[config.mk]
export PLATFORM = sky130hd
export DESIGN_NAME = hazardUnit
export DESIGN_NICKNAME = d
export VERILOG_FILES = /design/src/source/mipsPkg.sv /design/src/source/hazardUnit.sv
export SDC_FILE = /design/constraint.sdc
export NUM_CORES = 1
export LEC_CHECK = 0
export BUFFER_PORTS_ARGS = -buffer_cell sky130_fd_sc_hd__buf_4
export CELL_PAD_IN_SITES_DETAIL_PLACEMENT = 1
export CELL_PAD_IN_SITES_GLOBAL_PLACEMENT = 1
export CORE_AREA = 2 2 136 138
export DETAILED_ROUTE_END_ITERATION = 8
export DIE_AREA = 0 0 138 140
export PLACE_DENSITY = 0.78
export SYNTH_ARGS = -nofsm -noshare
export SYNTH_HDL_FRONTEND = slang
export SYNTH_SLANG_ARGS = --single-unit
[constraint.sdc]
create_clock -name vclk -period 2.7
set_clock_uncertainty 0.1 [all_clocks]
set_input_delay 0.54 -clock vclk [all_inputs]
set_output_delay 0.54 -clock vclk [all_outputs]
set_load 0.05 [all_outputs]
[src/source/mipsPkg.sv]
`default_nettype none

package mipsPkg;

   // Word and index sizes
   localparam int dataWidth    = 32;
   localparam int regAddrWidth = 5;
   localparam int imemDepth    = 64;
   localparam int dmemDepth    = 64;
   localparam int memIdxWidth  = 6;

   // Primary opcodes in bits 31:26
   localparam logic [5:0] opRtype = 6'h00;
   localparam logic [5:0] opAddi  = 6'h08;
   localparam logic [5:0] opLw    = 6'h23;
   localparam logic [5:0] opSw    = 6'h2b;
   localparam logic [5:0] opBeq   = 6'h04;

   // R-type function codes
   localparam logic [5:0] fnAdd = 6'h20;
   localparam logic [5:0] fnSub = 6'h22;
   localparam logic [5:0] fnAnd = 6'h24;
   localparam logic [5:0] fnOr  = 6'h25;
   localparam logic [5:0] fnSlt = 6'h2a;

   // ALUOp from main decode
   typedef logic [1:0] aluOpT;
   localparam aluOpT aluOpAdd   = 2'b00;
   localparam aluOpT aluOpSub   = 2'b01;
   localparam aluOpT aluOpFunct = 2'b10;

   // ALU operation select, textbook encoding
   typedef logic [3:0] aluCtrlT;
   localparam aluCtrlT aluAnd = 4'b0000;
   localparam aluCtrlT aluOr  = 4'b0001;
   localparam aluCtrlT aluAdd = 4'b0010;
   localparam aluCtrlT aluSub = 4'b0110;
   localparam aluCtrlT aluSlt = 4'b0111;

   // Operand source in execute
   typedef logic [1:0] fwdSelT;
   localparam fwdSelT fwdReg = 2'b00;
   localparam fwdSelT fwdWb  = 2'b01;
   localparam fwdSelT fwdMem = 2'b10;

   typedef struct packed {
      logic [5:0]              op;
      logic [regAddrWidth-1:0] rs;
      logic [regAddrWidth-1:0] rt;
      logic [regAddrWidth-1:0] rd;
      logic [4:0]              shamt;
      logic [5:0]              funct;
   } rFieldsT;

   typedef struct packed {
      logic [5:0]              op;
      logic [regAddrWidth-1:0] rs;
      logic [regAddrWidth-1:0] rt;
      logic [15:0]             imm;
   } iFieldsT;

   // One instruction word, two field layouts
   typedef union packed {
      rFieldsT r;
      iFieldsT i;
   } instrT;

   typedef struct packed {
      logic  regWrite;
      logic  memToReg;
      logic  branch;
      logic  memRead;
      logic  memWrite;
      logic  regDst;
      logic  aluSrc;
      aluOpT aluOp;
   } ctrlT;

   typedef struct packed {
      ctrlT                 ctrl;
      logic [dataWidth-1:0] pcPlus4;
      logic [dataWidth-1:0] rsData;
      logic [dataWidth-1:0] rtData;
      logic [dataWidth-1:0] signExt;
      instrT                instr;
   } idExT;

   typedef struct packed {
      logic                    regWrite;
      logic                    memToReg;
      logic                    branch;
      logic                    memRead;
      logic                    memWrite;
      logic [dataWidth-1:0]    branchDest;
      logic                    zero;
      logic [dataWidth-1:0]    aluResult;
      logic [dataWidth-1:0]    storeData;
      logic [regAddrWidth-1:0] destReg;
   } exMemT;

   typedef struct packed {
      logic                    regWrite;
      logic                    memToReg;
      logic [dataWidth-1:0]    loadData;
      logic [dataWidth-1:0]    aluResult;
      logic [regAddrWidth-1:0] destReg;
   } memWbT;

   // Retiring register write
   typedef struct packed {
      logic                    valid;
      logic [regAddrWidth-1:0] regAddr;
      logic [dataWidth-1:0]    data;
   } wbT;

endpackage

`default_nettype wire

[src/source/hazardUnit.sv]
`default_nettype none

module hazardUnit (
   input  logic [mipsPkg::dataWidth-1:0] ifIdInstr,
   input  mipsPkg::idExT                 idEx,
   input  logic                          idExValid,
   input  mipsPkg::exMemT                exMem,
   input  logic                          exMemValid,
   input  mipsPkg::wbT                   wb,
   input  logic                          takeBranch,
   output mipsPkg::fwdSelT               fwdA,
   output mipsPkg::fwdSelT               fwdB,
   output logic                          stall,
   output logic                          flush
);
   import mipsPkg::*;

   instrT                   idInstr;
   logic [regAddrWidth-1:0] loadDest;

   // Newer producer in memory wins over writeback
   function automatic fwdSelT selectSource(input logic [regAddrWidth-1:0] src);
      if (exMemValid && exMem.regWrite && exMem.destReg != '0 && exMem.destReg == src) begin
         return fwdMem;
      end
      // wb.valid never set for $0
      if (wb.valid && wb.regAddr == src) begin
         return fwdWb;
      end
      return fwdReg;
   endfunction

   always_comb begin
      fwdA = selectSource(idEx.instr.r.rs);
      fwdB = selectSource(idEx.instr.r.rt);
   end

   assign idInstr  = ifIdInstr;
   // lw writes rt
   assign loadDest = idEx.instr.r.rt;

   // Load data not ready for the very next instruction
   assign stall = idExValid && idEx.ctrl.memRead && (loadDest != '0) &&
                  (loadDest == idInstr.r.rs || loadDest == idInstr.r.rt);

   // Three younger instructions dropped on a taken beq
   assign flush = takeBranch;

endmodule

`default_nettype wire

==> results by group <==
Power and ir drop
  – Psw: 58.5 uW
  – Cell Int Power: 62.4 uW
  – Leakage dissipation: 0.330 nW
  – Switching share of power: 0.484
  – Power Total: 121 uW
  – Seq pwr share: 0
  – Combinational share of power: 1.000
  – Power Dens Cells: 121 nW/um2
  – Peak supply drop: 0.0409 mV
  – Clk pwr share: 0

Place
  – GPL Wtd Cong: 0.610
  – Post-DP HPWL: 2610 um
  – Dpl cells: 319
  – Placement Setup Slack: 83.5 ps
  – Count of buffers from port buffering: 40

Die
  – IO Pins: 355
  – Die Ht: 140 um
  – Die area: 19300 um2
  – Initial core utilization: 0.0226
  – Die width: 138 um
  – Row count: 49
  – Core Footprint: 17800 um2

Yosys
  – YS warnings: 0
  – Post-synthesis sequential area ratio: 0
  – Netlist Area Pre-Place: 402 um2
  – Avg Cell Area, Syn: 7.30 um2
  – Netlist cell types: 13
  – Syn Nets: 404
  – Area leader, netlist: xor2_1
  – Top-area cell type share of the netlist area: 0.393
  – Syn Inst Count: 55
  – Synth area leaders: xor2_1 39%, xnor2_1 26%, nand3_1 7.5%, nor4_1 6.2%, clkbuf_1 3.7%

Worst setup path
  – Crit. Startpoint: exMem[2]
  – Crit path cell chain: buf_4 -> or4_1 -> o211ai_2 -> nor4_4 -> nor2_1 -> buf_4
  – Crit-path max FO: 3
  – Req. time, crit path: 2060 ps
  – Max stage delay on crit path: 510 ps
  – Slowest cell on crit path: or4_1
  – Critical path depth: 6
  – Critical path class: input pin to output port
  – CP delay by family, top: simple AND/OR/NAND/NOR gates
  – Worst setup path endpoint: fwdB[0]
  – CP endpoint kind: output port
  – Worst path bufs/invs: 2
  – Crit path DAT: 1990 ps
  – Startpoint Class: input pin
  – Crit-path most repeated cell: buf_4

Clocking
  – Post-CTS resize count: 0
  – Hold-fix buffers, CTS: 0
  – Post-CTS setup buffer count: 0

Cells and area
  – Most frequent cells in the layout: 41 x buf_4, 18 x xor2_1, 12 x xnor2_1
  – Layout area overhead: 150%
  – Finished Layout Cells: 319
  – Seq Cell Count: 0
  – Final-layout clock buffer total: 0
  – Reg area: 0 um2
  – Layout cells sized above 1: 0.500
  – Antenna cells: 0
  – Most common cell after layout, fill and taps aside: buf_4
  – Fin nets: 441
  – Final core utilization: 0.0564

Global route
  – Initial antenna violation count: 0
  – Vias in the first global route: 552
  – First-pass GRT wire length: 3950 um
  – Overall Global Routing Usage: 0.0278
  – Largest net degree at the start of global routing: 6
  – Gr ovfl total: 0

Route
  – # DRC: 0
  – Final wirelength: 2780 um
  – Wire per inst: 8.71 um
  – 1st-iter DRT viols: 9
  – Vias: 535
  – Post-DRT Antenna Nets: 0
  – Via/cell ratio: 1.68
  – Drt pass-1 iters: 5

STA
  – Final setup violation count: 0
  – Worst slew margin: 0.738
  – Setup ws final: 71.4 ps
  – RSZ-0062 raised after global routing: no
  – Fmax: 380 MHz
  – Final period utilization: 0.974
  – Hold Vio Cnt, Final: 0
  – Post-layout min period: 2630 ps
  – Pins Over Slew Limit: 0
  – Worst slew pin tran: 391 ps

Job
  – # Max-Cap Violations: 0

Hold path
  – Worst Hold Class: input pin to output port

Run status
  – Result of the run: finished clean
[power groups by stage]
stage / logic (mW) / registers [mW] / clock network, mW
floorplan: 0.0604 / 0 / 0
finish: 0.121 / 0 / 0
global route: 0.132 / 0 / 0
detailed placement: 0.123 / 0 / 0
CTS: 0.124 / 0 / 0
global placement: 0.121 / 0 / 0
[cell usage after synthesis (all sizes together)]
master / instances
a21oi: 1
buf: 2
clkbuf: 4
nand3: 6
nor2: 2
nor3: 2
nor4: 4
o211ai: 2
or4: 2
xnor2: 12
xor2: 18
[worst min path at each step]
| stage | startpoint | to | slack, ps | cells past startpoint |
|---|---|---|---|---|
| floorplan | takeBranch | flush | 1150 | 1 |
| global placement | takeBranch | flush | 990 | 0 |
| detailed placement | takeBranch | flush | 990 | 0 |
| CTS | takeBranch | flush | 990 | 0 |
| global route | takeBranch | flush | 980 | 0 |
| finish | takeBranch | flush | 980 | 0 |
[per-layer routing]
| metal | wire length, um | up-vias | track usage |
|---|---|---|---|
| met4 | 0 | 0 | 0 |
| met5 | 0 | - | 0 |
| met2 | 1210 | 26 | 0.0459 |
| li1 | - | 257 | - |
| met1 | 1290 | 252 | 0.0376 |
| met3 | 273 | 0 | 0.00957 |
[final cells by class]
| class | instances | area [um2] |
|---|---|---|
| fillers | 2152 | 16800 |
| multi-input cells | 49 | 408 |
| repair buffers | 41 | 308 |
| well taps | 229 | 287 |
[logic make-up after synthesis]
family	after synthesis	share of synthesized area
xor+xnor	30	0.654
simple gates	16	0.218
buf+inv	6	0.0654
compound gates	3	0.0623
[per-stage QoR]
step,hold slack (ps),instance area [um2],setup TNS [ps]
5_1_grt,981,1000,0
3_3_place_gp,986,1000,0
3_5_place_dp,986,1000,0
6_report,981,1000,0
2_1_floorplan,1150,434,-125
4_1_cts,986,1000,0
No activity file was read; power rests on OpenSTA's default activity.
