<file path="src/source/mipsPkg.sv">
`default_nettype none

package mipsPkg;

   // Word and index sizes
   localparam int dataWidth    = 32;
   localparam int regAddrWidth = 5;
   localparam int imemDepth    = 64;
   localparam int dmemDepth    = 64;
   localparam int memIdxWidth  = 6;

   // Primary opcodes in bits 31:26
   localparam logic [5:0] opRtype = 6'h00;
   localparam logic [5:0] opAddi  = 6'h08;
   localparam logic [5:0] opLw    = 6'h23;
   localparam logic [5:0] opSw    = 6'h2b;
   localparam logic [5:0] opBeq   = 6'h04;

   // R-type function codes
   localparam logic [5:0] fnAdd = 6'h20;
   localparam logic [5:0] fnSub = 6'h22;
   localparam logic [5:0] fnAnd = 6'h24;
   localparam logic [5:0] fnOr  = 6'h25;
   localparam logic [5:0] fnSlt = 6'h2a;

   // ALUOp from main decode
   typedef logic [1:0] aluOpT;
   localparam aluOpT aluOpAdd   = 2'b00;
   localparam aluOpT aluOpSub   = 2'b01;
   localparam aluOpT aluOpFunct = 2'b10;

   // ALU operation select, textbook encoding
   typedef logic [3:0] aluCtrlT;
   localparam aluCtrlT aluAnd = 4'b0000;
   localparam aluCtrlT aluOr  = 4'b0001;
   localparam aluCtrlT aluAdd = 4'b0010;
   localparam aluCtrlT aluSub = 4'b0110;
   localparam aluCtrlT aluSlt = 4'b0111;

   // Operand source in execute
   typedef logic [1:0] fwdSelT;
   localparam fwdSelT fwdReg = 2'b00;
   localparam fwdSelT fwdWb  = 2'b01;
   localparam fwdSelT fwdMem = 2'b10;

   typedef struct packed {
      logic [5:0]              op;
      logic [regAddrWidth-1:0] rs;
      logic [regAddrWidth-1:0] rt;
      logic [regAddrWidth-1:0] rd;
      logic [4:0]              shamt;
      logic [5:0]              funct;
   } rFieldsT;

   typedef struct packed {
      logic [5:0]              op;
      logic [regAddrWidth-1:0] rs;
      logic [regAddrWidth-1:0] rt;
      logic [15:0]             imm;
   } iFieldsT;

   // One instruction word, two field layouts
   typedef union packed {
      rFieldsT r;
      iFieldsT i;
   } instrT;

   typedef struct packed {
      logic  regWrite;
      logic  memToReg;
      logic  branch;
      logic  memRead;
      logic  memWrite;
      logic  regDst;
      logic  aluSrc;
      aluOpT aluOp;
   } ctrlT;

   typedef struct packed {
      ctrlT                 ctrl;
      logic [dataWidth-1:0] pcPlus4;
      logic [dataWidth-1:0] rsData;
      logic [dataWidth-1:0] rtData;
      logic [dataWidth-1:0] signExt;
      instrT                instr;
   } idExT;

   typedef struct packed {
      logic                    regWrite;
      logic                    memToReg;
      logic                    branch;
      logic                    memRead;
      logic                    memWrite;
      logic [dataWidth-1:0]    branchDest;
      logic                    zero;
      logic [dataWidth-1:0]    aluResult;
      logic [dataWidth-1:0]    storeData;
      logic [regAddrWidth-1:0] destReg;
   } exMemT;

   typedef struct packed {
      logic                    regWrite;
      logic                    memToReg;
      logic [dataWidth-1:0]    loadData;
      logic [dataWidth-1:0]    aluResult;
      logic [regAddrWidth-1:0] destReg;
   } memWbT;

   // Retiring register write
   typedef struct packed {
      logic                    valid;
      logic [regAddrWidth-1:0] regAddr;
      logic [dataWidth-1:0]    data;
   } wbT;

endpackage

`default_nettype wire

</file>
<file path="src/source/fetchUnit.sv">
`default_nettype none

module fetchUnit (
   input  logic                            Clk,
   input  logic                            rstN,
   input  logic                            imemWe,
   input  logic [mipsPkg::memIdxWidth-1:0] imemAddr,
   input  logic [mipsPkg::dataWidth-1:0]   imemData,
   input  logic                            stall,
   input  logic                            flush,
   input  logic                            takeBranch,
   input  logic [mipsPkg::dataWidth-1:0]   branchDest,
   output logic [mipsPkg::dataWidth-1:0]   ifIdInstr,
   output logic [mipsPkg::dataWidth-1:0]   ifIdPcPlus4
);
   import mipsPkg::*;

   // Program store, one word per entry
   logic [dataWidth-1:0] imem [imemDepth];
   logic [dataWidth-1:0] pc;
   logic [dataWidth-1:0] pcPlus4;
   logic [dataWidth-1:0] fetchWord;

   assign pcPlus4 = pc + 32'd4;

   // Byte PC down to word index
   assign fetchWord = imem[pc[memIdxWidth+1:2]];

   // Loader writes only while core held in reset
   always_ff @(posedge Clk) begin
      if (!rstN && imemWe) begin
         imem[imemAddr] <= imemData;
      end
   end

   // Redirect first, then stall hold
   always_ff @(posedge Clk) begin
      if (!rstN) begin
         pc <= '0;
      end else if (takeBranch) begin
         pc <= branchDest;
      end else if (!stall) begin
         pc <= pcPlus4;
      end
   end

   // Cleared word decodes as sll $0 so acts as no-op
   // flush beats stall here
   always_ff @(posedge Clk) begin
      if (!rstN || flush) begin
         ifIdInstr   <= '0;
         ifIdPcPlus4 <= '0;
      end else if (!stall) begin
         ifIdInstr   <= fetchWord;
         ifIdPcPlus4 <= pcPlus4;
      end
   end

endmodule

`default_nettype wire

</file>
<file path="config.mk">
export PLATFORM = sky130hd
export DESIGN_NAME = fetchUnit
export DESIGN_NICKNAME = d
export VERILOG_FILES = /design/src/source/mipsPkg.sv /design/src/source/fetchUnit.sv
export SDC_FILE = /design/constraint.sdc
export NUM_CORES = 2
export LEC_CHECK = 0
export ABC_CLOCK_PERIOD_IN_PS = 6400
export BUFFER_PORTS_ARGS = -buffer_cell sky130_fd_sc_hd__buf_4
export CAP_MARGIN = 15
export CORE_MARGIN = 10
export CORE_UTILIZATION = 45
export CTS_BUF_LIST = sky130_fd_sc_hd__clkbuf_8 sky130_fd_sc_hd__clkbuf_16
export CTS_CLUSTER_SIZE = 8
export DETAILED_ROUTE_END_ITERATION = 12
export MAX_ROUTING_LAYER = met4
export PLACE_DENSITY_LB_ADDON = 0.12
export SETUP_SLACK_MARGIN = 0.3
export SLEW_MARGIN = 20
export SYNTH_ARGS = -nofsm -noshare
export SYNTH_HDL_FRONTEND = slang
export SYNTH_SLANG_ARGS = --single-unit
</file>
<file path="constraint.sdc">
create_clock -name Clk -period 6.4 [get_ports Clk]
set_clock_uncertainty 0.15 [all_clocks]
set_input_delay 0.96 -clock Clk [delete_from_list [all_inputs] [get_ports Clk]]
set_output_delay 0.96 -clock Clk [all_outputs]
set_load 0.01 [all_outputs]
</file>
==> flow_metrics.py <==
metrics = {
    "cts": {
        "clkLatencyLatePin_ps": 920,
        "cts_setup_buffers": 0,
        "cts_tree": "built",
        "clockBufferDepth": 4,
        "cts.sinks": 2144,
        "clk_pin_slew_ps": 50,
        "cts_hold_buf": 0,
        "cts_buffers": 318,
        "cts_max_level": 5,
        "ctsResizeCount": 0,
        "cts_root_buf": "clkbuf_16",
    },
    "critical_path": {
        "critPathMaxStageDelay_ps": 1000,
        "path_cells": "buf_12 > mux4_2 > and2_1 > a211oi_1 > a31oi_1 > o21ai_0 > a21oi_1",
        "slowest_stage": "o21ai_0",
        "crit_type": "flop to flop",
        "cp.required_ps": 7000,
        "worstPathMaxFanout": 68,
        "r2r_slack_ps": 1950,
        "cp.arrival_ps": 5050,
        "worstSetupEndpointType": "flop",
        "worst_setup_path_start_kind": "flop",
    },
    "sta": {
        "period_needed_ps": 4450,
        "slew_headroom_pct": 21.6,
        "post-route-period-util_pct": 69.6,
        "rsz0062_at_grt": "no",
        "hold_viol": 0,
        "tns_ps": 0,
        "holdWs_ps": 143,
        "worst_slew_pin_slew_ps": 1160,
        "drv_slew": 0,
        "finalSetupViolCount": 0,
        "clock.fmax_mhz": 225,
    },
    "routing": {
        "final_antenna_net_count": 0,
        "wl_per_cell_microns": 33.6,
        "wl_mm": 239,
        "drt-vias-per-instance": 5.98,
        "drtIter0Drc": 4692,
        "vias": 42619,
        "first_pass_iters": 5,
        "drc": 0,
    },
    "synth": {
        "synthArstFlopShare_pct": 0,
        "synth-seq-cells": 2144,
        "yosysSeqAreaShare_pct": 76.7,
        "netlist_area_sq_um": 82700,
        "yosysTopAreaCell": "edfxtp_1",
        "avgSynthCellArea_sq_um": 19.7,
        "synth_ff_type": "edfxtp_1",
        "yosys_warnings": 0,
        "synthCells": 4207,
        "synth_top_area_share_pct": 74.3,
        "ys_types": 57,
        "synth.area.top_cells": "edfxtp_1, mux4_2, mux2i_1",
        "syn_nets": 4284,
        "synth_edf_count": 2048,
    },
    "power_and_ir_drop": {
        "peakVddDrop_uv": 285,
        "p_per_area_nw_per_um2": 333,
        "power_leakage_nw": 30.7,
    },
    "place": {
        "dp_hpwl_mm": 139,
        "gp_congestion": 0.829,
        "place_area_sq_um": 87500,
        "place.port_buffers": 139,
        "post-place-cells": 6694,
    },
    "die": {
        "coreArea_sq_um": 183000,
        "die_h_microns": 449,
        "initial_utilization_pct": 45.2,
        "die_width_microns": 449,
        "rows": 157,
        "die-area_sq_um": 201000,
        "ios": 140,
    },
    "layout": {
        "fin_util_pct": 52.6,
        "stdcell_area_sq_um": 96200,
        "nets": 4633,
        "syn_to_final_growth_pct": 16.3,
        "drive_gt1_share_pct": 23.1,
        "final_cells": 7123,
    },
    "grt": {
        "grt_pass1_vias": 42683,
        "grt_pass1_wl_mm": 336,
        "grt_max_degree": 105,
        "grt_usage_pct": 24.0,
        "antenna_found_initial": 16,
        "grt-ovfl-total": 0,
    },
    "outcome": {
        "status": "complete, no violations",
    },
    "min_path": {
        "hp-class": "primary input to flop",
    },
    "flow_run": {
        "cap_violations": 0,
    },
}
-- kinds of logic after synthesis --
group | after synthesis | share of synthesized area [%]
AO/OA/AOI/OAI | 528 | 4.14
flip-flops | 2144 | 76.7
XOR/XNOR | 49 | 0.519
buffers and inverters | 257 | 1.45
adder cells (fa/ha/maj) | 1 | 0.0151
AND/OR/NAND/NOR | 468 | 2.57
multiplexers | 760 | 14.7
-- final cells by class --
| class | instances | area (sq um) |
|---|---|---|
| multi-input combinational | 1806 | 18700 |
| inverter | 7 | 28.8 |
| fill | 14402 | 86700 |
| clock inverter | 94 | 372 |
| timing repair buffer | 279 | 2460 |
| clock buffer | 325 | 8130 |
| tap | 2464 | 3080 |
| antenna | 4 | 10.0 |
| sequential | 2144 | 63400 |
-- worst max-delay path: cells and delay by family (launching register included) --
kind / cells / cell delay (ps)
buffers and inverters: 1 / 390
multiplexers: 1 / 580
flip-flops: 1 / 770
AO/OA/AOI/OAI: 4 / 1910
AND/OR/NAND/NOR: 1 / 160
-- metal layers --
layer | vias up | GRT usage (%) | wire (microns)
met1 | 22775 | 31.8 | 99300
met4 | 0 | 7.52 | 7570
met3 | 326 | 4.05 | 15100
met2 | 1606 | 38.2 | 117000
met5 | - | - | 0
li1 | 17912 | - | -
-- final timing paths --
check             startpoint              end  cells past startpoint
max                    pc[2]     ifIdInstr[7]                      7
min reg2reg  ifIdPcPlus4[15]  ifIdPcPlus4[15]                      2
min           branchDest[17]           pc[17]                      2
max reg2reg            pc[2]     ifIdInstr[7]                      7
-- cells in the final DEF, fill, tap and decap left out, types with 5 or more instances in the layout --
| cell type | instances |
|---|---|
| edfxtp_1 | 2048 |
| mux2i_1 | 391 |
| mux4_2 | 360 |
| clkbuf_16 | 325 |
| buf_4 | 251 |
| nand2_1 | 154 |
| a21oi_1 | 149 |
| o21ai_0 | 104 |
| nor2_1 | 97 |
| inv_1 | 93 |
| dfxtp_1 | 90 |
| nor2_4 | 64 |
| a22oi_1 | 57 |
| o221ai_1 | 38 |
| a211oi_1 | 35 |
| xnor2_1 | 35 |
| nand3_1 | 33 |
| o22ai_1 | 32 |
| a31oi_1 | 26 |
| buf_12 | 21 |
| a221oi_1 | 19 |
| nor2b_1 | 15 |
| and2_1 | 15 |
| nor3_1 | 15 |
| xor2_1 | 14 |
| nor4_1 | 13 |
| a211o_1 | 11 |
| a311oi_1 | 10 |
| o2111ai_1 | 10 |
| and3_1 | 9 |
| or3_1 | 8 |
| nand2b_1 | 8 |
| nand4_1 | 8 |
| mux2_2 | 7 |
| nand3b_1 | 5 |
| a2111oi_0 | 5 |
| buf_16 | 5 |
| dfxtp_4 | 5 |
-- stage by stage --
| stage | worst slack (ps) | power [mW] |
|---|---|---|
| after floorplan | 2690 | 16.8 |
| after global placement | 2110 | 17.8 |
| after detailed placement | 2080 | 17.8 |
| after CTS | 2100 | 32.3 |
| after global routing | 2010 | 33.0 |
| final | 1950 | 32.0 |
-- Yosys cell counts (4+ instances only) --
cell type	n
o21ai_0	104
a311oi_1	12
xnor2_1	35
xor2_1	14
o211a_1	4
mux4_2	360
and3_1	9
nand4_1	8
a21oi_1	149
or3_1	8
o311a_1	4
nor2b_1	20
o221ai_1	38
inv_1	5
a221oi_1	19
mux2_2	7
mux2i_1	393
nor4_1	13
a211o_1	11
nor2_1	163
o2111ai_1	10
o22ai_1	32
a2111oi_0	8
nand2_1	155
buf_4	26
buf_2	90
buf_1	19
dfxtp_1	96
clkbuf_1	112
nor3b_1	4
a211oi_1	38
nand3_1	33
a31oi_1	26
edfxtp_1	2048
nand2b_1	8
nor3_1	15
a22oi_1	57
and2_1	17
nand3b_1	5
-- report_power, final --
group          total [mW]  internal (mW)  switching [mW]
combinational        1.94          0.652            1.28
sequential           15.6           15.5          0.0856
clock                14.5           8.90            5.62
-- sequential cells by signal, summed over array words and instances (netlist names) --
register and flops:
ifIdInstr 32, ifIdPcPlus4 32, imem 2048, pc 32
No activity file was read; power rests on OpenSTA's default activity.
