### config.mk
export PLATFORM = sky130hd
export DESIGN_NAME = decodeStage
export DESIGN_NICKNAME = d
export VERILOG_FILES = /design/src/source/mipsPkg.sv /design/src/source/registerFile.sv /design/src/source/decodeStage.sv
export SDC_FILE = /design/constraint.sdc
export NUM_CORES = 1
export LEC_CHECK = 0
export BUFFER_PORTS_ARGS = -buffer_cell sky130_fd_sc_hd__buf_2
export CAP_MARGIN = 30
export CORE_ASPECT_RATIO = 0.75
export CORE_MARGIN = 2
export CORE_UTILIZATION = 40
export CTS_BUF_LIST = sky130_fd_sc_hd__clkbuf_4 sky130_fd_sc_hd__clkbuf_8
export CTS_CLUSTER_SIZE = 30
export DETAILED_ROUTE_END_ITERATION = 7
export GPL_TIMING_DRIVEN = 0
export SLEW_MARGIN = 20
export SYNTH_ARGS = -nofsm -noshare
export SYNTH_HDL_FRONTEND = slang
export SYNTH_SLANG_ARGS = --single-unit
### constraint.sdc
create_clock -name Clk -period 8.1 [get_ports Clk]
set_input_delay 0.405 -clock Clk [delete_from_list [all_inputs] [get_ports Clk]]
set_output_delay 0.405 -clock Clk [all_outputs]
set_load 0.03 [all_outputs]
### src/source/mipsPkg.sv
`default_nettype none

package mipsPkg;

   // Word and index sizes
   localparam int dataWidth    = 32;
   localparam int regAddrWidth = 5;
   localparam int imemDepth    = 64;
   localparam int dmemDepth    = 64;
   localparam int memIdxWidth  = 6;

   // Primary opcodes in bits 31:26
   localparam logic [5:0] opRtype = 6'h00;
   localparam logic [5:0] opAddi  = 6'h08;
   localparam logic [5:0] opLw    = 6'h23;
   localparam logic [5:0] opSw    = 6'h2b;
   localparam logic [5:0] opBeq   = 6'h04;

   // R-type function codes
   localparam logic [5:0] fnAdd = 6'h20;
   localparam logic [5:0] fnSub = 6'h22;
   localparam logic [5:0] fnAnd = 6'h24;
   localparam logic [5:0] fnOr  = 6'h25;
   localparam logic [5:0] fnSlt = 6'h2a;

   // ALUOp from main decode
   typedef logic [1:0] aluOpT;
   localparam aluOpT aluOpAdd   = 2'b00;
   localparam aluOpT aluOpSub   = 2'b01;
   localparam aluOpT aluOpFunct = 2'b10;

   // ALU operation select, textbook encoding
   typedef logic [3:0] aluCtrlT;
   localparam aluCtrlT aluAnd = 4'b0000;
   localparam aluCtrlT aluOr  = 4'b0001;
   localparam aluCtrlT aluAdd = 4'b0010;
   localparam aluCtrlT aluSub = 4'b0110;
   localparam aluCtrlT aluSlt = 4'b0111;

   // Operand source in execute
   typedef logic [1:0] fwdSelT;
   localparam fwdSelT fwdReg = 2'b00;
   localparam fwdSelT fwdWb  = 2'b01;
   localparam fwdSelT fwdMem = 2'b10;

   typedef struct packed {
      logic [5:0]              op;
      logic [regAddrWidth-1:0] rs;
      logic [regAddrWidth-1:0] rt;
      logic [regAddrWidth-1:0] rd;
      logic [4:0]              shamt;
      logic [5:0]              funct;
   } rFieldsT;

   typedef struct packed {
      logic [5:0]              op;
      logic [regAddrWidth-1:0] rs;
      logic [regAddrWidth-1:0] rt;
      logic [15:0]             imm;
   } iFieldsT;

   // One instruction word, two field layouts
   typedef union packed {
      rFieldsT r;
      iFieldsT i;
   } instrT;

   typedef struct packed {
      logic  regWrite;
      logic  memToReg;
      logic  branch;
      logic  memRead;
      logic  memWrite;
      logic  regDst;
      logic  aluSrc;
      aluOpT aluOp;
   } ctrlT;

   typedef struct packed {
      ctrlT                 ctrl;
      logic [dataWidth-1:0] pcPlus4;
      logic [dataWidth-1:0] rsData;
      logic [dataWidth-1:0] rtData;
      logic [dataWidth-1:0] signExt;
      instrT                instr;
   } idExT;

   typedef struct packed {
      logic                    regWrite;
      logic                    memToReg;
      logic                    branch;
      logic                    memRead;
      logic                    memWrite;
      logic [dataWidth-1:0]    branchDest;
      logic                    zero;
      logic [dataWidth-1:0]    aluResult;
      logic [dataWidth-1:0]    storeData;
      logic [regAddrWidth-1:0] destReg;
   } exMemT;

   typedef struct packed {
      logic                    regWrite;
      logic                    memToReg;
      logic [dataWidth-1:0]    loadData;
      logic [dataWidth-1:0]    aluResult;
      logic [regAddrWidth-1:0] destReg;
   } memWbT;

   // Retiring register write
   typedef struct packed {
      logic                    valid;
      logic [regAddrWidth-1:0] regAddr;
      logic [dataWidth-1:0]    data;
   } wbT;

endpackage

`default_nettype wire

### src/source/registerFile.sv
`default_nettype none

module registerFile (
   input  logic                             Clk,
   input  logic [mipsPkg::regAddrWidth-1:0] rsAddr,
   input  logic [mipsPkg::regAddrWidth-1:0] rtAddr,
   output logic [mipsPkg::dataWidth-1:0]    rsData,
   output logic [mipsPkg::dataWidth-1:0]    rtData,
   input  mipsPkg::wbT                      wb
);
   import mipsPkg::*;

   logic [dataWidth-1:0] regs [2**regAddrWidth];

   // Read with $0 tied low and same-cycle writeback bypass
   function automatic logic [dataWidth-1:0] readPort(input logic [regAddrWidth-1:0] addr);
      if (addr == '0) begin
         return '0;
      end
      if (wb.valid && wb.regAddr == addr) begin
         return wb.data;
      end
      return regs[addr];
   endfunction

   always_comb begin
      rsData = readPort(rsAddr);
      rtData = readPort(rtAddr);
   end

   // wb.valid already excludes $0
   always_ff @(posedge Clk) begin
      if (wb.valid) begin
         regs[wb.regAddr] <= wb.data;
      end
   end

endmodule

`default_nettype wire

### src/source/decodeStage.sv
`default_nettype none

module decodeStage (
   input  logic                             Clk,
   input  logic                             rstN,
   input  logic [mipsPkg::dataWidth-1:0]    ifIdInstr,
   input  logic [mipsPkg::dataWidth-1:0]    ifIdPcPlus4,
   input  logic                             stall,
   input  logic                             flush,
   input  mipsPkg::wbT                      wb,
   output mipsPkg::idExT                    idEx,
   output logic                             idExValid,
   output logic [mipsPkg::regAddrWidth-1:0] rsAddr,
   output logic [mipsPkg::regAddrWidth-1:0] rtAddr
);
   import mipsPkg::*;

   instrT                instr;
   ctrlT                 ctrl;
   logic [dataWidth-1:0] rsData;
   logic [dataWidth-1:0] rtData;
   logic [dataWidth-1:0] signExt;

   assign instr  = ifIdInstr;
   assign rsAddr = instr.r.rs;
   assign rtAddr = instr.r.rt;

   // Immediate widened with its sign bit
   assign signExt = {{16{instr.i.imm[15]}}, instr.i.imm};

   registerFile regFile (
      .Clk    (Clk),
      .rsAddr (rsAddr),
      .rtAddr (rtAddr),
      .rsData (rsData),
      .rtData (rtData),
      .wb     (wb)
   );

   // Main control, unknown opcodes fall out as no-ops
   always_comb begin
      ctrl = '0;
      case (instr.i.op)
         opRtype: begin
            ctrl.regWrite = 1'b1;
            ctrl.regDst   = 1'b1;
            ctrl.aluOp    = aluOpFunct;
         end
         opAddi: begin
            ctrl.regWrite = 1'b1;
            ctrl.aluSrc   = 1'b1;
            ctrl.aluOp    = aluOpAdd;
         end
         opLw: begin
            ctrl.regWrite = 1'b1;
            ctrl.memToReg = 1'b1;
            ctrl.memRead  = 1'b1;
            ctrl.aluSrc   = 1'b1;
            ctrl.aluOp    = aluOpAdd;
         end
         opSw: begin
            ctrl.memWrite = 1'b1;
            ctrl.aluSrc   = 1'b1;
            ctrl.aluOp    = aluOpAdd;
         end
         // Compare by subtraction, zero flag decides
         opBeq: begin
            ctrl.branch = 1'b1;
            ctrl.aluOp  = aluOpSub;
         end
         default: begin
            ctrl = '0;
         end
      endcase
   end

   // Bubble on stall or flush
   always_ff @(posedge Clk) begin
      if (!rstN || stall || flush) begin
         idExValid <= 1'b0;
      end else begin
         idExValid <= 1'b1;
      end
   end

   // Payload follows decode every cycle
   always_ff @(posedge Clk) begin
      idEx.ctrl    <= ctrl;
      idEx.pcPlus4 <= ifIdPcPlus4;
      idEx.rsData  <= rsData;
      idEx.rtData  <= rtData;
      idEx.signExt <= signExt;
      idEx.instr   <= instr;
   end

endmodule

`default_nettype wire

==> results_dict.tcl, run 1 <==
set metrics [dict create \
    outcome "finished, final reports clean" \
    syn_area_um2 50800 \
    htreeDepth 4 \
    synth_cell_types 47 \
    rr_endpoint "idEx[95]" \
    critical_path_depth 9 \
    relSlewSlack_pct 25.2 \
    post-place-ws_ps 4430 \
    r2r_slack_ps 6030 \
    grt.total_usage_pct 29.0 \
    path_common_cell "clkbuf_1" \
    final_cell_count_no_fill 5065 \
    antenna_left 0 \
    fp.dieH_um 313 \
    critPathMaxFanout 10 \
    grtUsageMet2_pct 41.5 \
    drtIter0Drc 5919 \
    syn-instance-count 2564 \
    finalHoldViolCount 0 \
    arrival_ps 4170 \
    cts_buffer_depth 3 \
    finalMaxSlewViolations 0 \
    endpoint_kind "register" \
    dp_hpwl_um 128000 \
    fin_crit_ps 3350 \
    io_buffers 279 \
    root_buffer "clkbuf_8" \
    routedWlPerCell_um 37.6 \
    syn_nets 2670 \
    hold_ws_ps 111 \
    finalSetupViolations 0 \
    cts_resized 0 \
    ys_seq_area_share_pct 65.9 \
    route.final.wire_length_um 190000 \
    tightest_slew_ps 1120 \
    die_area_um2 130000 \
    syn_to_final_growth_pct 21.7 \
    grt_use_met1_pct 40.2 \
    critPathCapture "idEx[116]" \
    synth_area_leaders "edfxtp_1 (61%), mux4_2 (23%), dfxtp_1 (5.4%)" \
    cts_tree "built" \
    fill_cells 10300 \
    yosysWarnings 0 \
    antenna_found_initial 9 \
    die_w_um 415 \
    cts_inserted_buffers 187 \
    mostFrequentLayoutCells "edfxtp_1 (1024), mux4_2 (510), buf_2 (349)" \
    nets 3340 \
    dr.pass1.iters 8 \
    placed_cells 4609 \
    synth.ff_latch_count 1160 \
    path_clk_slew_ps 60 \
    num_vias 33200 \
    cts_setup_buffers 0 \
    worst_setup_path_start_kind "input port" \
    cts_hold_buf 98 \
    core_region_area_um2 126000 \
    leakage_uw 0.0211 \
    ir_worst_vdd_v 0.000190 \
    layout-drive-gt1-share_pct 41.8 \
    crit_start "ifIdInstr[24]" \
    viasPerCell 6.56 \
    gr-total-overflow 0 \
    maxCapViolations 0 \
    insertion_delay_ps 950 \
    rsz0062_at_grt "no" \
    worstPathCellList "dlygate4sd3_1 > buf_2 > clkbuf_1 > or2_1 > buf_1 > or4_1 > clkbuf_1 > o21ai_0 > nor2_1" \
    finalWorstSetupSlack_ps 4750 \
    grt_pass1_vias 33000 \
    avgSynthCellArea_um2 19.8 \
    cp.required_ps 8920 \
    gr-max-usage-layer "met2" \
    p_per_area_nw_per_um2 223 \
    r2r_cells 5 \
    final_common_cell "edfxtp_1" \
    crit_buf_inv 5 \
    synth_top_area_share_pct 60.6 \
    cts.sinks 1160 \
    slowest_stage "clkbuf_1" \
    crit_family "buffers and inverters" \
    core.rowCount 113 \
    min-delay-path-class "input port to register" \
    tns_ps 0 \
    grt_pass1_wl_um 258000 \
    rr_startpoint "regFile.regs[29][31]" \
    drc 0 \
    place.gp.congestion 0.882 \
    worst_hold_path.num_cells 2 \
    period_share_pct 41.4 \
    num_io_pins 286 \
    fin_skew_ps 44.1 \
    yosys.area.top_type "edfxtp_1" \
    grt_start_max_net_pins 35 \
    met3_usage_pct 9.27 \
    fmax_mhz 298 \
    crit_type "input port to register" \
    max_stage_delay_ps 720 \
    start_util_pct 40.2 \
]
## routing by layer
| metal | vias to the layer above | part of all wire (%) |
|---|---|---|
| met5 | - | 0.0068 |
| met4 | 2 | 5.2 |
| li1 | 12400 | - |
| met2 | 3004 | 43 |
| met1 | 17300 | 37 |
| met3 | 544 | 14 |
## metrics by stage
step | power [µW] | cell area (µm²) | util (%)
after CTS | 13800 | 61700 | 48.9
after floorplan | 7600 | 50800 | -
after global placement | 8140 | 54300 | 43.0
after detailed placement | 8210 | 56600 | 44.8
after global routing | 14100 | 61800 | 48.9
final | 13800 | 61800 | 48.9
## worst min path at each step
stage | start | end
floorplan | ifIdInstr[0] | idEx[0]
global placement | ifIdInstr[2] | idEx[2]
detailed placement | ifIdPcPlus4[18] | idEx[146]
CTS | ifIdInstr[9] | idEx[9]
global route | ifIdInstr[14] | idEx[14]
finish | ifIdPcPlus4[31] | idEx[159]
## worst register-to-register path, cell delays in order, from the launching register on
cell	delay [ps]
edfxtp_1	390
mux4_2	260
a22o_1	150
o21ai_0	90
and3_1	250
nor3_1	740
## power breakdown
group          leakage, µW  internal (µW)  switching, µW  total [µW]
combinational      0.00851            551            927        1480
clock              0.00218           3090           2520        5610
sequential          0.0104           6630           45.2        6670
total               0.0211          10300           3490       13800
## Yosys cell counts, drive strengths merged
cell type,instances
mux2i,98
nand3b,5
buf,147
o21ai,96
or3b,2
nand3,36
nor3,3
nor4b,1
o211a,30
and3,2
xnor2,6
nand2b,2
or4,1
o21bai,1
o21a,1
nor3b,4
or2,2
clkbuf,101
nor2,101
mux2,2
nor4,6
a2111oi,1
edfxtp,1024
nor2b,3
mux4,510
xor2,4
a22oi,1
or3,2
nand2,8
a21oi,1
a22o,124
nand4,1
and2,2
dfxtp,136
o22ai,97
inv,2
o311ai,1
## flip-flops by register name, indices dropped and copies added (netlist names)
name	count
idExValid	1
regFile.regs	1024
idEx	135
## kinds of logic (layout without fill, tap and decap cells)
| family | Yosys count | in the layout | synth area share, % |
|---|---|---|---|
| XOR/XNOR | 10 | 10 | 0.187 |
| multiplexers | 610 | 610 | 24.6 |
| flip-flops | 1160 | 1160 | 65.9 |
| other | 0 | 5 | 0 |
| buffers and inverters | 250 | 1079 | 2.66 |
| AND/OR/NAND/NOR | 181 | 181 | 1.68 |
| AO/OA/AOI/OAI | 353 | 353 | 4.96 |
## area by class of cell
type                       instances  area [µm²]  share of cell area [%]
clock buffer                     271        3390                    5.49
antenna                            5        12.5                  0.0203
sequential                      1160       33500                    54.2
tap                             1667        2090                    3.38
buffer                           248        1370                    2.22
multi-input combinational       1154       16200                    26.2
timing repair buffer             481        4520                    7.32
clock inverter                    77         727                    1.18
inverter                           2        7.51                  0.0122
No activity file was read; power rests on OpenSTA's default activity.
==> run 2, diff against run 1 <==
- clock period: 8.1 -> 3.45 ns (I/O delays scaled with it)
==> results_dict.tcl, run 2 (synthesized netlist as in run 1, its figures left out) <==
set metrics [dict create \
    die_w_um 415 \
    fill_cells 10200 \
    crit_start "ifIdInstr[24]" \
    syn_to_final_growth_pct 23.0 \
    seq_power_share_pct 48.4 \
    top_regs "regFile.regs (1024), idEx (135), idExValid (1)" \
    largest_register_ffs 1024 \
    critPathCapture "idEx[116]" \
    dp_hpwl_um 128000 \
    post-place-ws_ps 11.1 \
    num_vias 33500 \
    fin_skew_ps 41.3 \
    rr_endpoint "idEx[95]" \
    cts_setup_buffers 0 \
    nets 3407 \
    finalWorstSetupSlack_ps 301 \
    path_common_cell "clkbuf_1" \
    pwr-share-clk_pct 40.7 \
    r2r_slack_ps 1380 \
    drc 16 \
    rsz0062_at_grt "no" \
    min-delay-path-class "input port to register" \
    post-route-cell-area_um2 62500 \
    num_io_pins 286 \
    die_area_um2 130000 \
    grt_pass1_wl_um 260000 \
    finalHoldViolCount 0 \
    crit_family "buffers and inverters" \
    ir_worst_vdd_v 0.000450 \
    cts_tree "built" \
    grt.total_usage_pct 29.2 \
    cts_hold_buf 164 \
    largest_register "regFile.regs" \
    grt_pass1_vias 33300 \
    gr-total-overflow 0 \
    violations "design-rule violations" \
    worst_setup_path_start_kind "input port" \
    route.final.wire_length_um 191000 \
    worstPathCellList "dlygate4sd3_1 > buf_2 > clkbuf_1 > or2_1 > buf_1 > or4_1 > clkbuf_1 > o21ai_0 > nor2_1" \
    tightest_slew_ps 1150 \
    combPwrFrac_pct 10.9 \
    antenna_left 0 \
    viasPerCell 6.52 \
    switching_power_uw 8220 \
    outcome "complete, but fails checks" \
    core_region_area_um2 126000 \
    cts.sinks 1160 \
    core.rowCount 113 \
    path_clk_slew_ps 60 \
    hold_start "ifIdInstr[29]" \
    antenna_found_initial 10 \
    relSlewSlack_pct 23.4 \
    start_util_pct 40.2 \
    fin_crit_ps 3150 \
    finalSetupViolations 0 \
    critPathMaxFanout 10 \
    cts_inserted_buffers 187 \
    root_buffer "clkbuf_8" \
    crit_buf_inv 5 \
    intPower_uw 24200 \
    insertion_delay_ps 960 \
    r2r_cells 5 \
    leakage_uw 0.0213 \
    p_per_area_nw_per_um2 519 \
    finalMaxSlewViolations 0 \
    routedWlPerCell_um 37.3 \
    drtIter0Drc 6001 \
    arrival_ps 3980 \
    p_sw_share_pct 25.4 \
    period_share_pct 91.3 \
    grt_start_max_net_pins 35 \
    final_common_cell "edfxtp_1" \
    fp.dieH_um 313 \
    maxCapViolations 0 \
    crit_type "input port to register" \
    place_area_um2 56600 \
    critical_path_depth 9 \
    max_stage_delay_ps 750 \
    htreeDepth 4 \
    fmax_mhz 318 \
    endpoint_kind "register" \
    cts_resized 0 \
    io_buffers 279 \
    rr_startpoint "regFile.regs[29][31]" \
    cts_buffer_depth 3 \
    slowest_stage "clkbuf_1" \
    place.gp.congestion 0.882 \
    layout-drive-gt1-share_pct 41.0 \
    mostFrequentLayoutCells "edfxtp_1 (1024), mux4_2 (510), buf_2 (349)" \
    cp.required_ps 4280 \
    dr.pass1.iters 8 \
]
[run 2: layout make-up]
class                      instances  area (µm²)  area share (%)
antenna                            5        12.5          0.0200
buffer                           248        1370            2.19
clock buffer                     271        3390            5.43
clock inverter                    77         727            1.16
inverter                           2        7.51          0.0120
multi-input combinational       1154       16200            25.9
sequential                      1160       33500            53.6
tap                             1667        2090            3.34
timing repair buffer             548        5200            8.32
[run 2: worst min path at each step]
stage	depth (start not counted)	slack, ps	end
after floorplan	0	200	idEx[0]
after global placement	1	270	idEx[2]
after detailed placement	1	280	idEx[146]
after CTS	3	2	idEx[160]
after global routing	3	40	idEx[165]
final	3	70	idEx[160]
[run 2: per-layer routing]
layer / up-vias / track usage [%] / share of wire, % / wire length, µm
met5: - / 0 / 0.0068 / 13
met4: 2 / 13.9 / 5.1 / 9840
met3: 568 / 9.53 / 15 / 27900
met2: 2995 / 41.9 / 43 / 83000
met1: 17400 / 40.2 / 37 / 70600
li1: 12500 / - / - / -
[run 2: per-stage QoR]
stage / total power (µW) / TNS (ps) / utilization, % / std cells / hold WS (ps)
after global placement: 19100 / -1880640 / 43.0 / 4510 / 274
after detailed placement: 19300 / 0 / 44.8 / 4609 / 276
final: 32400 / 0 / 49.5 / 5132 / 73.9
after CTS: 32400 / 0 / 49.4 / 5121 / 1.73
after global routing: 33200 / 0 / 49.5 / 5132 / 43.0
after floorplan: 17800 / 0 / - / 2564 / 200
[run 2: worst reg2reg max path: cells and delay by family, from the launching register on]
kind	cells	cell delay (ps)
AO/OA/AOI/OAI	2	240
flip-flops	1	380
AND/OR/NAND/NOR	2	1010
multiplexers	1	260
[run 2: power by group through the flow]
| stage | registers [µW] | clock network, µW | logic (µW) |
|---|---|---|---|
| global placement | 16000 | 0 | 3160 |
| floorplan | 16200 | 0 | 1590 |
| detailed placement | 16000 | 0 | 3300 |
| CTS | 15700 | 13300 | 3450 |
| finish | 15700 | 13200 | 3530 |
| global route | 15700 | 13900 | 3630 |
